[config.mk]
export PLATFORM = sky130hd
export DESIGN_NAME = core_ctrl_top
export DESIGN_NICKNAME = d
export VERILOG_FILES = /design/src/logic/core_ctrl_pkg.sv /design/src/logic/flush_fsm.sv /design/src/logic/redirect_unit.sv /design/src/logic/event_counters.sv /design/src/logic/core_ctrl_top.sv
export SDC_FILE = /design/constraint.sdc
export NUM_CORES = 1
export LEC_CHECK = 0
export ABC_CLOCK_PERIOD_IN_PS = 2300
export BUFFER_PORTS_ARGS = -buffer_cell sky130_fd_sc_hd__buf_2
export CAP_MARGIN = 20
export CORE_AREA = 2 2 357 289
export DETAILED_ROUTE_END_ITERATION = 10
export DIE_AREA = 0 0 359 291
export SYNTH_ARGS = -nofsm -noshare
export SYNTH_HDL_FRONTEND = slang
export SYNTH_SLANG_ARGS = --single-unit
[constraint.sdc]
create_clock -name clk_i -period 2.3 [get_ports clk_i]
set_input_delay 0.46 -clock clk_i [delete_from_list [all_inputs] [get_ports clk_i]]
set_output_delay 0.46 -clock clk_i [all_outputs]
set_load 0.02 [all_outputs]
[src/logic/core_ctrl_pkg.sv]
// Shared widths and types of the commit control slice; XLEN is fixed at 64 and two commit ports
`default_nettype none

package core_ctrl_pkg;

  // ----------------------------------------------------------------------
  // Widths
  // ----------------------------------------------------------------------
  localparam int unsigned XLEN              = 64;
  localparam int unsigned NR_COMMIT_PORTS   = 2;
  localparam int unsigned CNT_WIDTH_DEFAULT = 48;
  localparam int unsigned NR_COUNTERS       = 6;

  typedef logic [XLEN-1:0]            addr_t;
  typedef logic [NR_COMMIT_PORTS-1:0] commit_ack_t;
  typedef logic [2:0]                 perf_idx_t;

  // Performance counter map
  localparam perf_idx_t CNT_INSTRET     = 3'd0;
  localparam perf_idx_t CNT_EXCEPTION   = 3'd1;
  localparam perf_idx_t CNT_ERET        = 3'd2;
  localparam perf_idx_t CNT_MISPREDICT  = 3'd3;
  localparam perf_idx_t CNT_FENCE       = 3'd4;
  localparam perf_idx_t CNT_HALT_CYCLES = 3'd5;

  // ----------------------------------------------------------------------
  // Bundles
  // ----------------------------------------------------------------------
  // One-cycle strobes from the commit stage
  typedef struct packed {
    commit_ack_t commit_ack;
    logic        exception;
    logic        eret;
    logic        mispredict;
    logic        fence;
    logic        fence_i;
  } commit_event_t;

  // Candidate fetch addresses
  typedef struct packed {
    addr_t trap_vector;
    addr_t epc;
    addr_t branch_target;
    addr_t pc_commit;
  } redirect_ops_t;

  typedef struct packed {
    logic flush_if;
    logic flush_id;
    logic flush_ex;
    logic flush_bp;
    logic set_pc;
    logic flush_icache;
  } flush_t;

  typedef enum logic [2:0] {
    REDIR_NONE,
    REDIR_TRAP,
    REDIR_EPC,
    REDIR_BRANCH,
    REDIR_NEXT
  } redirect_src_t;

  typedef enum logic [1:0] {
    ST_IDLE,
    ST_DCACHE_FLUSH,
    ST_RESUME
  } ctrl_state_t;

endpackage

`default_nettype wire

[src/logic/flush_fsm.sv]
// Commit events are honoured only in idle; the dcache flush wait has no timeout
`timescale 1ns/1ps
`default_nettype none

module flush_fsm (
  input  logic                         clk_i,
  input  logic                         rst_ni,
  input  core_ctrl_pkg::commit_event_t commit_i,
  input  logic                         dcache_flush_ack_i,
  output core_ctrl_pkg::flush_t        flush_o,
  output logic                         flush_dcache_o,
  output logic                         halt_o,
  output core_ctrl_pkg::redirect_src_t redirect_src_o
);

  core_ctrl_pkg::ctrl_state_t state_d, state_q;
  core_ctrl_pkg::flush_t      flush_d, flush_q;
  // Set while the pending fence is a fence.i
  logic                       fence_i_d, fence_i_q;

  // Front of pipe is always cleared together with a PC redirect
  function automatic core_ctrl_pkg::flush_t redirect_flush(input logic bp);
    core_ctrl_pkg::flush_t f;
    f          = '0;
    f.flush_if = 1'b1;
    f.flush_id = 1'b1;
    f.flush_ex = 1'b1;
    f.flush_bp = bp;
    f.set_pc   = 1'b1;
    return f;
  endfunction

  // ----------------------------------------------------------------------
  // Next state and event priority
  // ----------------------------------------------------------------------
  always_comb begin
    state_d        = state_q;
    flush_d        = '0;
    fence_i_d      = fence_i_q;
    redirect_src_o = core_ctrl_pkg::REDIR_NONE;

    case (state_q)
      core_ctrl_pkg::ST_IDLE: begin
        // Exception > eret > mispredict > fence.i > fence
        if (commit_i.exception) begin
          flush_d        = redirect_flush(1'b1);
          redirect_src_o = core_ctrl_pkg::REDIR_TRAP;
        end else if (commit_i.eret) begin
          flush_d        = redirect_flush(1'b1);
          redirect_src_o = core_ctrl_pkg::REDIR_EPC;
        end else if (commit_i.mispredict) begin
          flush_d        = redirect_flush(1'b0);
          redirect_src_o = core_ctrl_pkg::REDIR_BRANCH;
        end else if (commit_i.fence_i || commit_i.fence) begin
          state_d   = core_ctrl_pkg::ST_DCACHE_FLUSH;
          fence_i_d = commit_i.fence_i;
        end
      end

      core_ctrl_pkg::ST_DCACHE_FLUSH: begin
        // Restart fetch after the fence once the dcache is clean
        if (dcache_flush_ack_i) begin
          state_d              = core_ctrl_pkg::ST_RESUME;
          flush_d              = redirect_flush(1'b0);
          flush_d.flush_icache = fence_i_q;
          redirect_src_o       = core_ctrl_pkg::REDIR_NEXT;
        end
      end

      core_ctrl_pkg::ST_RESUME: begin
        state_d   = core_ctrl_pkg::ST_IDLE;
        fence_i_d = 1'b0;
      end

      default: begin
        state_d   = core_ctrl_pkg::ST_IDLE;
        fence_i_d = 1'b0;
      end
    endcase
  end

  // ----------------------------------------------------------------------
  // Registers
  // ----------------------------------------------------------------------
  always_ff @(posedge clk_i or negedge rst_ni) begin
    if (!rst_ni) begin
      state_q   <= core_ctrl_pkg::ST_IDLE;
      flush_q   <= '0;
      fence_i_q <= 1'b0;
    end else begin
      state_q   <= state_d;
      flush_q   <= flush_d;
      fence_i_q <= fence_i_d;
    end
  end

  assign flush_o = flush_q;

  // Request and halt cover exactly the wait for the acknowledge
  assign flush_dcache_o = (state_q == core_ctrl_pkg::ST_DCACHE_FLUSH);
  assign halt_o         = (state_q == core_ctrl_pkg::ST_DCACHE_FLUSH);

endmodule

`default_nettype wire

[src/logic/redirect_unit.sv]
// Redirect PC holds its last selection; the sequential step assumes 4-byte instructions
`timescale 1ns/1ps
`default_nettype none

module redirect_unit (
  input  logic                         clk_i,
  input  logic                         rst_ni,
  input  core_ctrl_pkg::redirect_src_t redirect_src_i,
  input  core_ctrl_pkg::redirect_ops_t redirect_ops_i,
  output core_ctrl_pkg::addr_t         redirect_pc_o
);

  localparam core_ctrl_pkg::addr_t PcStep = 'd4;

  core_ctrl_pkg::addr_t pc_d, pc_q;
  logic                 load;

  // Operand mux
  always_comb begin
    load = 1'b1;
    pc_d = pc_q;
    case (redirect_src_i)
      core_ctrl_pkg::REDIR_TRAP:   pc_d = redirect_ops_i.trap_vector;
      core_ctrl_pkg::REDIR_EPC:    pc_d = redirect_ops_i.epc;
      core_ctrl_pkg::REDIR_BRANCH: pc_d = redirect_ops_i.branch_target;
      // Instruction after the fence
      core_ctrl_pkg::REDIR_NEXT:   pc_d = redirect_ops_i.pc_commit + PcStep;
      default:                     load = 1'b0;
    endcase
  end

  always_ff @(posedge clk_i or negedge rst_ni) begin
    if (!rst_ni) begin
      pc_q <= '0;
    end else if (load) begin
      pc_q <= pc_d;
    end
  end

  assign redirect_pc_o = pc_q;

endmodule

`default_nettype wire

[src/logic/event_counters.sv]
// Counters wrap silently; reads of unmapped indices return zero, writes to them are dropped
`timescale 1ns/1ps
`default_nettype none

module event_counters #(
  parameter int unsigned CntWidth = core_ctrl_pkg::CNT_WIDTH_DEFAULT
) (
  input  logic                         clk_i,
  input  logic                         rst_ni,
  input  core_ctrl_pkg::commit_event_t commit_i,
  input  logic                         halt_i,
  input  core_ctrl_pkg::perf_idx_t     perf_addr_i,
  input  logic                         perf_we_i,
  input  logic [CntWidth-1:0]          perf_wdata_i,
  output logic [CntWidth-1:0]          perf_rdata_o
);

  typedef logic [CntWidth-1:0] cnt_t;

  cnt_t cnt_q [core_ctrl_pkg::NR_COUNTERS];
  cnt_t inc   [core_ctrl_pkg::NR_COUNTERS];

  // ----------------------------------------------------------------------
  // Per-counter increments
  // ----------------------------------------------------------------------
  always_comb begin
    for (int i = 0; i < core_ctrl_pkg::NR_COUNTERS; i++) begin
      inc[i] = '0;
    end
    // Up to one retire per commit port
    for (int p = 0; p < core_ctrl_pkg::NR_COMMIT_PORTS; p++) begin
      inc[core_ctrl_pkg::CNT_INSTRET] = inc[core_ctrl_pkg::CNT_INSTRET]
                                        + cnt_t'(commit_i.commit_ack[p]);
    end
    inc[core_ctrl_pkg::CNT_EXCEPTION]   = cnt_t'(commit_i.exception);
    inc[core_ctrl_pkg::CNT_ERET]        = cnt_t'(commit_i.eret);
    inc[core_ctrl_pkg::CNT_MISPREDICT]  = cnt_t'(commit_i.mispredict);
    inc[core_ctrl_pkg::CNT_FENCE]       = cnt_t'(commit_i.fence | commit_i.fence_i);
    inc[core_ctrl_pkg::CNT_HALT_CYCLES] = cnt_t'(halt_i);
  end

  // ----------------------------------------------------------------------
  // Counter bank
  // ----------------------------------------------------------------------
  always_ff @(posedge clk_i or negedge rst_ni) begin
    if (!rst_ni) begin
      for (int i = 0; i < core_ctrl_pkg::NR_COUNTERS; i++) begin
        cnt_q[i] <= '0;
      end
    end else begin
      for (int i = 0; i < core_ctrl_pkg::NR_COUNTERS; i++) begin
        // Software write overrides the event of the same cycle
        if (perf_we_i && (perf_addr_i == core_ctrl_pkg::perf_idx_t'(i))) begin
          cnt_q[i] <= perf_wdata_i;
        end else begin
          cnt_q[i] <= cnt_q[i] + inc[i];
        end
      end
    end
  end

  // Read port
  always_comb begin
    perf_rdata_o = '0;
    for (int i = 0; i < core_ctrl_pkg::NR_COUNTERS; i++) begin
      if (perf_addr_i == core_ctrl_pkg::perf_idx_t'(i)) begin
        perf_rdata_o = cnt_q[i];
      end
    end
  end

endmodule

`default_nettype wire

[src/logic/core_ctrl_top.sv]
// Commit control slice top; dcache ack may stall indefinitely, no other back-pressure
`timescale 1ns/1ps
`default_nettype none

module core_ctrl_top #(
  parameter int unsigned CntWidth = core_ctrl_pkg::CNT_WIDTH_DEFAULT
) (
  input  logic                         clk_i,
  input  logic                         rst_ni,
  // Commit stage side
  input  core_ctrl_pkg::commit_event_t commit_i,
  input  core_ctrl_pkg::redirect_ops_t redirect_ops_i,
  // Data cache
  input  logic                         dcache_flush_ack_i,
  output logic                         flush_dcache_o,
  // Pipeline control
  output core_ctrl_pkg::flush_t        flush_o,
  output logic                         halt_o,
  output core_ctrl_pkg::addr_t         redirect_pc_o,
  // Counter access port
  input  core_ctrl_pkg::perf_idx_t     perf_addr_i,
  input  logic                         perf_we_i,
  input  logic [CntWidth-1:0]          perf_wdata_i,
  output logic [CntWidth-1:0]          perf_rdata_o
);

  core_ctrl_pkg::redirect_src_t redirect_src;
  logic                         halt;

  // ----------------------------------------------------------------------
  // Controller
  // ----------------------------------------------------------------------
  flush_fsm i_flush_fsm (
    .clk_i              ( clk_i              ),
    .rst_ni             ( rst_ni             ),
    .commit_i           ( commit_i           ),
    .dcache_flush_ack_i ( dcache_flush_ack_i ),
    .flush_o            ( flush_o            ),
    .flush_dcache_o     ( flush_dcache_o     ),
    .halt_o             ( halt               ),
    .redirect_src_o     ( redirect_src       )
  );

  assign halt_o = halt;

  // Next fetch address
  redirect_unit i_redirect_unit (
    .clk_i          ( clk_i          ),
    .rst_ni         ( rst_ni         ),
    .redirect_src_i ( redirect_src   ),
    .redirect_ops_i ( redirect_ops_i ),
    .redirect_pc_o  ( redirect_pc_o  )
  );

  // ----------------------------------------------------------------------
  // Performance counters
  // ----------------------------------------------------------------------
  event_counters #(
    .CntWidth ( CntWidth )
  ) i_event_counters (
    .clk_i        ( clk_i        ),
    .rst_ni       ( rst_ni       ),
    .commit_i     ( commit_i     ),
    .halt_i       ( halt         ),
    .perf_addr_i  ( perf_addr_i  ),
    .perf_we_i    ( perf_we_i    ),
    .perf_wdata_i ( perf_wdata_i ),
    .perf_rdata_o ( perf_rdata_o )
  );

endmodule

`default_nettype wire

## Word level (Yosys, flattened, before mapping)

Cells that the tools add are included.

- Flip-flop bits (word level): 361
- Bits of input ports: 318
- Output and inout bits: 120
- Logic and storage cells: 89

- Add/sub/neg operators: 8
- Eq/ne operators: 15
- Mux-type cells: 35
- Bitwise operators: 2
- Reduce and logical (&&, ||, !) cells: 14

Operators with widths:

| kind | number |
|---|---|
| $mux 48 | 12 |
| $pmux 64 s4 | 1 |
| $add 48x1->48 | 4 |
| $add 48x48->48 | 2 |
| $add 64x3->64 const B | 1 |
| $mux 6 | 4 |
| $eq 3x2->1 const B | 4 |
| $mux 2 | 6 |
| $pmux 6 s2 | 1 |
| $reduce_and 5->1 | 2 |
| $eq 3x3->1 const B | 3 |
| $mux 3 | 3 |
| $ne 2x2->1 const B | 4 |
| $eq 3x1->1 const B | 2 |
| $logic_and 1x1->1 | 6 |
| $pmux 3 s2 | 1 |
| $mux 1 | 5 |
| $pmux 2 s2 | 1 |
| $reduce_bool 4->1 | 1 |
| $reduce_or 4->1 | 1 |
| $logic_not 3->1 | 1 |
| $add 1x1->2 | 1 |
| $eq 2x1->1 const B | 1 |
| $logic_not 2->1 | 1 |
| other kinds (6) | 6 |

## Depth between registers and ports, before layout

Gate-level depths: netlist of run 1.

- Word-level depth: 8
- Gate-level depth with buffers: 11
- Gate-level depth less buffers: 9

## Modules after synthesis

Synthesis of run 1 repeated with hierarchy kept, for this count alone.

- Cells, all modules: 3087
- Area, all modules: 25325.5 um2

By module, submodules not included:

| module | times used | cells an instance | area an instance (um2) | sequential area each (um2) |
|---|---|---|---|---|
| event_counters | 1 | 2277 | 18856.8 | 7206.9 |
| redirect_unit | 1 | 779 | 6159.7 | 1601.5 |
| flush_fsm | 1 | 31 | 309.0 | 150.1 |

## Worst setup path before layout of run 1

Ideal clock, no wire load.

- Path type: in2reg
- Start point: in commit_i[5] in the netlist's numbering
- End point: reg i_event_counters.cnt_q[282] in the netlist's numbering
- Setup time: 0.131 ns
- Arrival: 2.633 ns
- Data required time: 2.169 ns
- Path slack: -0.463 ns
- Stages on the path: 10
- Buffers on the path: 1
- Cell sequence: ha_1 -> ha_1 -> inv_1 -> fa_1 -> or3b_4 -> or2_1 -> buf_6 -> nor4b_2 -> xnor2_1 -> o21ai_2

- Longest elaborated chain between the ends: 3

RTL lines:

| item | line | RTL |
|---|---|---|
| start, declared | core_ctrl_top.sv:11 | `input core_ctrl_pkg::commit_event_t commit_i,` |
| $add 1x1->2 | event_counters.sv:33 | `+ cnt_t'(commit_i.commit_ack[p]);` |
| $add 48x48->48 | event_counters.sv:56 | `cnt_q[i] <= cnt_q[i] + inc[i];` |
| $mux 48 | event_counters.sv:53 | `if (perf_we_i && (perf_addr_i == core_ctrl_pkg::perf_idx_t'(i))) begin` |
| end signal, assigned by index | event_counters.sv:54 | `cnt_q[i] <= perf_wdata_i;` |
| end signal, assigned by index | event_counters.sv:56 |  |
| end, declared | event_counters.sv:20 | `cnt_t cnt_q [core_ctrl_pkg::NR_COUNTERS];` |

Every way passes these cells.
A chain may end at the register's enable or synchronous reset.

## Final worst setup path of run 1

- Start point: reg i_event_counters.cnt_q[240] in the netlist's numbering
- End point: reg i_event_counters.cnt_q[282] in the netlist's numbering

- Longest elaborated chain between the ends: 2

RTL lines:

| item | line |
|---|---|
| $add 48x48->48 | event_counters.sv:56 |
| $mux 48 | event_counters.sv:53 |

Every way passes these cells.

==> impl_metrics.json, run 1 <==
{
  "rr_worst_depth": 8,
  "grt_usage": 0.189,
  "ys_warn_count": 0,
  "r2r-end": "i_event_counters.cnt_q[282]$_DFF_PN0_",
  "row_count": 105,
  "die-area_mm2": 0.104,
  "criticalPathCategory": "reg -> reg",
  "grt_pass1_wl_um": 150000,
  "critPathMaxStageDelay_ns": 0.42,
  "viasPerCell": 5.03,
  "ys_top_cells_by_count": "462 x nand2_1, 358 x dfrtp_1, 233 x o21ai_0, 221 x xor2_1, 156 x nor2_1",
  "drt_iter0_drc": 2510,
  "crit_slowest_cell": "or3b_4",
  "tritoncts": "done",
  "syn_avg_cell_area_um2": 8.71,
  "async_reset_ff_frac": 1.00,
  "vias": 23823,
  "cts_max_path_buffers": 3,
  "period_share": 1.03,
  "path_max_fanout": 6,
  "antenna_found_initial": 14,
  "cts_buffers": 45,
  "syn_inst": 2644,
  "hpwlAfterDp_um": 78100,
  "min_to": "i_redirect_unit.redirect_pc_o[8]$_DFFE_PN0P_",
  "cap_violations": 0,
  "syn_to_final_growth_pct": 40.3,
  "ys_ff_latch": 358,
  "crit_path_end_kind": "flip-flop",
  "overflow": 0,
  "drv_slew": 0,
  "skew_ns": 0.0266,
  "ys.flop_type": "dfrtp_1",
  "cts-root-buf": "clkbuf_16",
  "fin_ws_ns": -0.0732,
  "dp_slack_ns": -0.594,
  "fin_util": 0.319,
  "max-vdd-ir-drop_mv": 0.448,
  "htree_levels": 2,
  "rsz0062_at_grt": "yes",
  "crit_path_cell_trace": "ha_4 > inv_2 > fa_2 > or3b_4 > or2_4 > nor4b_4 > xnor2_2 > o21ai_2",
  "grt_max_degree": 75,
  "io_pins": 438,
  "rrSetupSlack_ns": -0.07,
  "drive_above_1_share": 0.337,
  "timing.rr.start": "i_event_counters.cnt_q[240]$_DFF_PN0_",
  "fmax_ghz": 0.421,
  "drt_wl_total_um": 103000,
  "core_mm2": 0.101,
  "start_kind": "flip-flop",
  "relSlewSlack": 0.621,
  "grt_pass1_vias": 22750,
  "cp_data_required_time_ns": 2.78,
  "fp.dieW_um": 359,
  "clk_pin_slew_worst_paths_ns": 0.06,
  "gp_congestion": 0.930,
  "worstMarginPinSlew_ns": 0.567,
  "synth_top_area_frac": 0.389,
  "setup_viol": 13,
  "die_y_um": 291,
  "synthTopCellsByArea": "dfrtp_1 39%, xor2_1 8.4%, nand2_1 7.5%",
  "portBuffers": 437,
  "netlist_area_mm2": 0.0230,
  "drt_pass1_iterations": 9,
  "drc": 0,
  "cts.sinks": 358,
  "synth_most_common_cell": "nand2_1",
  "fin_total_pwr_mw": 24.3,
  "hold_depth": 3,
  "outcome": "finished, violations left",
  "synth_edf_count": 0,
  "hold_violations": 0,
  "p_per_area_mw_per_mm2": 750,
  "min-delay-start": "redirect_ops_i[200]",
  "hold_class": "in -> reg",
  "fin_crit_ns": 2.37,
  "start_util": 0.227,
  "synth_largest_area_cell": "dfrtp_1",
  "layout.nets": 3696,
  "p_leak_nw": 13.4,
  "cp_data_arrival_time_ns": 2.85,
  "violations": "negative setup slack",
  "clk_latency_ns": 0.60,
  "drtAntennaViolNets": 0,
  "ys_types": 74,
  "syn_nets": 2977,
  "wire_per_inst_um": 21.6,
  "synth-seq-area-share": 0.389
}
state kept, by name (all words and copies together) (netlist names):
| register | count |
|---|---|
| i_flush_fsm.state_q | 2 |
| i_flush_fsm.flush_o | 3 |
| i_event_counters.cnt_q | 288 |
| i_redirect_unit.redirect_pc_o | 64 |
| i_flush_fsm.fence_i_q | 1 |
logic make-up after synthesis:
group	Yosys count	share of synthesized area
AOI/OAI and AO/OA	518	0.143
xor gates and xnor gates	331	0.126
adders and majority gates	15	0.00847
buffers and inverters	217	0.0396
DFF	358	0.389
muxes	99	0.0529
and+or+nand+nor	1106	0.241
worst max-delay path by stage:
stage | start | to | slack, ns
floorplan | commit_i[6] | i_event_counters.cnt_q[282]$_DFF_PN0_ | -0.33
global placement | commit_i[6] | i_event_counters.cnt_q[282]$_DFF_PN0_ | -0.60
detailed placement | commit_i[6] | i_event_counters.cnt_q[282]$_DFF_PN0_ | -0.59
CTS | i_event_counters.cnt_q[107]$_DFF_PN0_ | perf_rdata_o[11] | -0.14
global route | i_event_counters.cnt_q[241]$_DFF_PN0_ | perf_rdata_o[1] | -0.14
finish | i_event_counters.cnt_q[240]$_DFF_PN0_ | i_event_counters.cnt_q[282]$_DFF_PN0_ | -0.07
cell type report:
class | instances | area, µm²
sequential | 358 | 8990
inverter | 48 | 180
tap | 1337 | 1670
clock buffer | 62 | 1280
fill | 10509 | 69000
timing repair buffer | 841 | 6020
multi-input combinational | 2069 | 14000
clock inverter | 14 | 156
antenna | 10 | 25.0
cell usage in the layout (no fill, tap or decap), types with 26 or more instances in the layout:
cell	count
nand2_1	460
and4_1	28
nand3_1	149
a222oi_1	41
clkbuf_16	47
mux2i_1	70
buf_6	32
dfrtp_2	26
xor2_1	221
inv_1	28
dfrtp_1	332
buf_4	364
o21ai_0	228
o21ai_1	36
nor3_1	45
buf_12	36
o221ai_2	34
xnor2_1	109
a21oi_1	48
nand4_1	89
buf_2	399
nor2_1	150
and3_1	59
report_power, final:
part	leakage (nW)	switching, mW	total [mW]	internal [mW]
sequential	4.34	1.51	9.28	7.77
clock	0.713	3.04	7.15	4.12
combinational	8.35	4.24	7.82	3.58
total	13.4	8.79	24.3	15.5
routing by layer:
metal	global-route usage	routed length (µm)
met1	0.253	42600
met2	0.298	46300
met3	0.0386	9400
met4	0.0748	4110
met5	0	58
stage by stage:
stage               hold slack [ns]  area [µm²]  TNS (ns)  std cells
floorplan                     0.164       23200     -2.68       2644
global placement              0.435       29200    -20.25       4565
detailed placement            0.432       29200    -23.07       4565
CTS                          0.0695       31600     -1.98       4705
global route                 0.0975       32300     -2.25       4736
finish                        0.115       32300    -0.468       4739
worst max-delay path, delay by kind of cell (launching register included):
family                   cells  cell delay, ns
AO/OA/AOI/OAI                1            0.06
AND/OR/NAND/NOR              3            1.07
flip-flops                   1            0.41
XOR/XNOR                     1            0.17
buffers and inverters        1            0.03
adder cells (fa/ha/maj)      2            0.50
repair_timing:
item	in CTS	in global routing
endpoints found under the setup margin	59	103
pin swaps	27	32
hold buffers	1	0
buffers inserted	78	28
gates resized for setup	120	118
hold endpoints to repair	36	0
gates cloned	1	3
No activity file was read; power rests on OpenSTA's default activity.
==> run 2, diff against run 1 <==
--- a/config.mk
+++ b/config.mk
@@ -11,6 +11,7 @@
 export CORE_AREA = 2 2 357 289
 export DETAILED_ROUTE_END_ITERATION = 10
 export DIE_AREA = 0 0 359 291
+export SETUP_SLACK_MARGIN = 0.5
 export SYNTH_ARGS = -nofsm -noshare
 export SYNTH_HDL_FRONTEND = slang
 export SYNTH_SLANG_ARGS = --single-unit
==> impl_metrics.json, run 2 (synthesized netlist as in run 1, its figures left out) <==
{
  "drive_above_1_share": 0.428,
  "p_leak_nw": 15.2,
  "worstMarginPinSlew_ns": 0.549,
  "skew_ns": 0.0365,
  "cp_data_required_time_ns": 1.84,
  "timing.rr.start": "i_event_counters.cnt_q[240]$_DFF_PN0_",
  "cp_data_arrival_time_ns": 1.96,
  "grt_usage": 0.193,
  "overflow": 0,
  "largest_reg_flops": 288,
  "layout_common_cells": "432 x nand2_1, 392 x buf_4, 383 x buf_2",
  "die-area_mm2": 0.104,
  "cts_buffers": 44,
  "seqCellArea_mm2": 0.00900,
  "drc": 0,
  "start_util": 0.227,
  "cts-root-buf": "clkbuf_16",
  "fin_crit_ns": 2.42,
  "core_mm2": 0.101,
  "die_y_um": 291,
  "period_share": 1.05,
  "hold_violations": 0,
  "grt_max_degree": 65,
  "multi_input_area_mm2": 0.0159,
  "clk_latency_ns": 0.61,
  "grt_pass1_wl_um": 154000,
  "regMostFlops": "i_event_counters.cnt_q",
  "tritoncts": "done",
  "drv_slew": 0,
  "hold_class": "in -> reg",
  "row_count": 105,
  "fp.dieW_um": 359,
  "dpl.cell_count": 4549,
  "holdWs_ns": 0.116,
  "htree_levels": 2,
  "num-fill-cells": 10059,
  "io_pins": 438,
  "drt_wl_total_um": 109000,
  "worstSetupStartpoint": "i_event_counters.cnt_q[155]$_DFF_PN0_",
  "hpwlAfterDp_um": 80100,
  "viasPerCell": 5.05,
  "crit_path_end_kind": "primary output",
  "fin_ws_ns": -0.123,
  "fin_total_pwr_mw": 26.2,
  "cts_max_path_buffers": 3,
  "p_per_area_mw_per_mm2": 723,
  "wire_per_inst_um": 22.4,
  "syn_to_final_growth_pct": 57.0,
  "setup_tns_ns": -1.17,
  "rr_worst_depth": 9,
  "cap_violations": 0,
  "stdcell_count": 4879,
  "outcome": "finished, violations left",
  "vias": 24654,
  "rsz0062_at_grt": "yes",
  "drt_pass1_iterations": 6,
  "drtAntennaViolNets": 0,
  "violations": "negative setup slack",
  "layout.nets": 3836,
  "fmax_ghz": 0.413,
  "start_kind": "flip-flop",
  "clk_pin_slew_worst_paths_ns": 0.06,
  "path_max_fanout": 5,
  "relSlewSlack": 0.634,
  "grt_pass1_vias": 23480,
  "criticalPathCategory": "reg -> out",
  "portBuffers": 437,
  "final_common_cell": "nand2_1",
  "cts.sinks": 358,
  "min-delay-start": "redirect_ops_i[204]",
  "antenna_found_initial": 6,
  "setup_viol": 20,
  "drt_iter0_drc": 2147,
  "critPathMostFrequentCell": "buf_6",
  "critPathMaxStageDelay_ns": 0.47,
  "crit_slowest_cell": "mux4_2",
  "gp_congestion": 0.943,
  "crit_path_cell_trace": "buf_6 > mux4_2 > inv_2 > o22ai_4 > buf_6",
  "max-vdd-ir-drop_mv": 0.534,
  "hold_depth": 3
}
[run 2: changes by cell type in the layout (fill, tap and decap cells not counted), moves of 15 or more]
cell / delta
buf_6: +89
nand3_1: -52
nand3_2: +40
o21ai_1: +80
nand2_2: +17
buf_4: +28
buf_2: -16
buf_12: +21
nand2_1: -28
nor3_4: +24
nor4_4: +15
o21ai_0: -83
nor3_1: -25
and3_1: -15
[run 2: routing by layer]
layer,part of all wire,vias to the layer above,GRT usage,routed length (µm)
met3,0.076,231,0.0332,8250
met4,0.046,2,0.0676,5020
li1,-,11242,-,-
met5,0.00011,-,0,12
met2,0.47,1101,0.322,51600
met1,0.41,12078,0.252,44300
[run 2: stage by stage]
step | cell area, µm² | util | setup WS, ns
after global placement | 30100 | 0.297 | -0.571
final | 36200 | 0.357 | -0.123
after global routing | 36200 | 0.357 | -0.178
after floorplan | 24400 | - | -0.327
after detailed placement | 30100 | 0.297 | -0.582
after CTS | 33900 | 0.334 | -0.174
[run 2: power by group]
group	internal [mW]	leakage [nW]	switching, mW
combinational	4.45	10.1	4.91
clock	4.33	0.746	3.13
sequential	7.78	4.33	1.57
total	16.6	15.2	9.60
[run 2: worst paths after layout]
| check | endpoint | slack, ns |
|---|---|---|
| setup / recovery | perf_rdata_o[11] | -0.12 |
| hold / removal | i_redirect_unit.redirect_pc_o[12]$_DFFE_PN0P_ | 0.12 |
| setup reg to reg | i_event_counters.cnt_q[282]$_DFF_PN0_ | -0.10 |
| hold reg to reg | i_redirect_unit.redirect_pc_o[59]$_DFFE_PN0P_ | 0.48 |
| max in group asynchronous | i_event_counters.cnt_q[98]$_DFF_PN0_ | 1.10 |
| min in group asynchronous | i_event_counters.cnt_q[117]$_DFF_PN0_ | 0.36 |
[run 2: area by class of cell]
type	count	share of cell area
antenna	4	0.000277
clock buffer	64	0.0364
clock inverter	17	0.00574
inverter	48	0.00540
multi-input combinational	2072	0.438
sequential	358	0.249
tap	1337	0.0463
timing repair buffer	979	0.218
[run 2: timing repair]
action | CTS | global route
gates cloned | 3 | 14
gates resized for setup | 369 | 263
hold endpoints to repair | 31 | 0
setup endpoints to repair | 324 | 340
hold buffers | 1 | 0
buffers inserted | 111 | 116
pin swaps | 97 | 198
[run 2: critical path, delay by kind of cell (launching register included)]
family / cells / cell delay (ns)
AO/OA/AOI/OAI: 1 / 0.11
buffers and inverters: 3 / 0.39
flip-flops: 1 / 0.39
multiplexers: 1 / 0.47
==> run 3, diff against run 2 <==
--- a/config.mk
+++ b/config.mk
@@ -11,6 +11,7 @@
 export CORE_AREA = 2 2 357 289
 export DETAILED_ROUTE_END_ITERATION = 10
 export DIE_AREA = 0 0 359 291
+export PLACE_DENSITY = 0.38
 export SETUP_SLACK_MARGIN = 0.5
 export SYNTH_ARGS = -nofsm -noshare
 export SYNTH_HDL_FRONTEND = slang
==> impl_metrics.json, run 3 (synthesized netlist as in run 1, its figures left out) <==
{
  "outcome": "finished, violations left",
  "violations": "negative setup slack",
  "drc": 0,
  "regMostFlops": "i_event_counters.cnt_q",
  "hold_class": "in -> reg",
  "final_common_cell": "nand2_1",
  "vias": 24783,
  "stdcell_count": 4967,
  "p_clk_frac": 0.285,
  "path_max_fanout": 5,
  "clk_pin_slew_worst_paths_ns": 0.06,
  "dp_slack_ns": -0.600,
  "cts_max_path_buffers": 3,
  "worstMarginPinSlew_ns": 0.711,
  "holdWs_ns": 0.115,
  "hold_violations": 0,
  "max-vdd-ir-drop_mv": 0.504,
  "grt_pass1_vias": 24534,
  "p_seq_frac": 0.349,
  "cts-root-buf": "clkbuf_16",
  "p_per_area_mw_per_mm2": 709,
  "combPwrFrac": 0.366,
  "htree_levels": 2,
  "tritoncts": "done",
  "r2r-end": "i_event_counters.cnt_q[272]$_DFF_PN0_",
  "grt_usage": 0.209,
  "start_kind": "flip-flop",
  "core_mm2": 0.101,
  "skew_ns": 0.0253,
  "layout_common_cells": "430 x nand2_1, 426 x buf_4, 383 x buf_2",
  "switching_share": 0.365,
  "fp.dieW_um": 359,
  "fin_crit_ns": 2.41,
  "layout.nets": 3928,
  "period_share": 1.05,
  "dpl.cell_count": 4596,
  "min-delay-start": "redirect_ops_i[204]",
  "viasPerCell": 4.99,
  "hpwlAfterDp_um": 84200,
  "syn_to_final_growth_pct": 63.1,
  "min_to": "i_redirect_unit.redirect_pc_o[12]$_DFFE_PN0P_",
  "die-area_mm2": 0.104,
  "cp_data_required_time_ns": 2.79,
  "antenna_found_initial": 11,
  "cap_violations": 0,
  "overflow": 0,
  "rrSetupSlack_ns": -0.11,
  "crit_path_end_kind": "flip-flop",
  "hold_depth": 3,
  "relSlewSlack": 0.526,
  "switchingPower_mw": 9.73,
  "clk_latency_ns": 0.61,
  "drive_above_1_share": 0.452,
  "drt_pass1_iterations": 8,
  "fin_util": 0.371,
  "gp_congestion": 0.918,
  "die_y_um": 291,
  "drt_iter0_drc": 1838,
  "grt_pass1_wl_um": 166000,
  "portBuffers": 437,
  "drt_wl_total_um": 117000,
  "drv_slew": 0,
  "drtAntennaViolNets": 0,
  "p_leak_nw": 15.9,
  "row_count": 105,
  "final_area_mm2": 0.0376,
  "rsz0062_at_grt": "yes",
  "largest_reg_flops": 288,
  "grt_max_degree": 67,
  "fin_total_pwr_mw": 26.6,
  "criticalPathCategory": "reg -> reg",
  "rr_worst_depth": 10,
  "cts_buffers": 46,
  "setup_tns_ns": -1.42,
  "setup_viol": 31,
  "wire_per_inst_um": 23.5,
  "cts.sinks": 358,
  "internal-power_mw": 16.9,
  "fmax_ghz": 0.414,
  "timing.rr.start": "i_event_counters.cnt_q[240]$_DFF_PN0_",
  "place_area_mm2": 0.0306,
  "start_util": 0.227,
  "fin_ws_ns": -0.114,
  "cp_data_arrival_time_ns": 2.90,
  "io_pins": 438
}
-- run 3: changes by cell type in the layout (fill, tap and decap cells not counted), sizes merged --
| cell | delta |
|---|---|
| buf | +89 |
| or3 | -2 |
| bufinv | -1 |
| clkinv | +2 |
| diode | -3 |
| clkbuf | +5 |
| inv | -1 |
| a21o | +1 |
| clkinvlp | -2 |
-- run 3: critical path, cell delays in order, from the launching register on --
cell	delay (ns)
dfrtp_1	0.38
ha_4	0.15
inv_2	0.04
fa_2	0.36
or3b_4	0.43
or2_4	0.28
buf_12	0.13
buf_16	0.14
nor4_4	0.15
xnor2_1	0.17
o21ai_2	0.06
-- run 3: worst max-delay path by stage --
| stage | endpoint | startpoint | slack, ns |
|---|---|---|---|
| floorplan | i_event_counters.cnt_q[282]$_DFF_PN0_ | commit_i[6] | -0.33 |
| global placement | i_event_counters.cnt_q[286]$_DFF_PN0_ | commit_i[6] | -0.60 |
| detailed placement | i_event_counters.cnt_q[286]$_DFF_PN0_ | commit_i[6] | -0.60 |
| CTS | perf_rdata_o[26] | i_event_counters.cnt_q[122]$_DFF_PN0_ | -0.12 |
| global route | i_event_counters.cnt_q[272]$_DFF_PN0_ | i_event_counters.cnt_q[240]$_DFF_PN0_ | -0.21 |
| finish | i_event_counters.cnt_q[272]$_DFF_PN0_ | i_event_counters.cnt_q[240]$_DFF_PN0_ | -0.11 |
-- run 3: power by group through the flow --
stage               logic [mW]  clock network, mW  registers [mW]
floorplan                 3.89                  0            9.41
global route              10.5               8.05            9.52
detailed placement        7.42                  0            9.48
CTS                       9.00               7.81            9.24
finish                    9.75               7.59            9.30
global placement          7.33                  0            9.45
-- run 3: repair_timing --
action / CTS / global route
cloned: 11 / 14
setup endpoints to repair: 331 / 340
gates resized for setup: 388 / 338
endpoints found under the hold margin: 24 / 0
hold buffers: 1 / 0
setup buffers: 159 / 103
pin swaps: 158 / 244
-- run 3: metal layers --
metal	vias up	part of all wire	global-route usage
met2	736	0.45	0.330
met1	12480	0.46	0.299
met3	140	0.063	0.0367
li1	11415	-	-
met4	12	0.018	0.0372
met5	-	0.00053	0
-- run 3: layout make-up --
class | instances | area (µm²)
Multi-Input combinational cell | 2071 | 16100
Fill cell | 10263 | 63700
Clock inverter | 15 | 140
Antenna cell | 1 | 2.50
Sequential cell | 358 | 9000
Timing Repair Buffer | 1070 | 9070
Tap cell | 1337 | 1670
Inverter | 48 | 201
Clock buffer | 67 | 1390
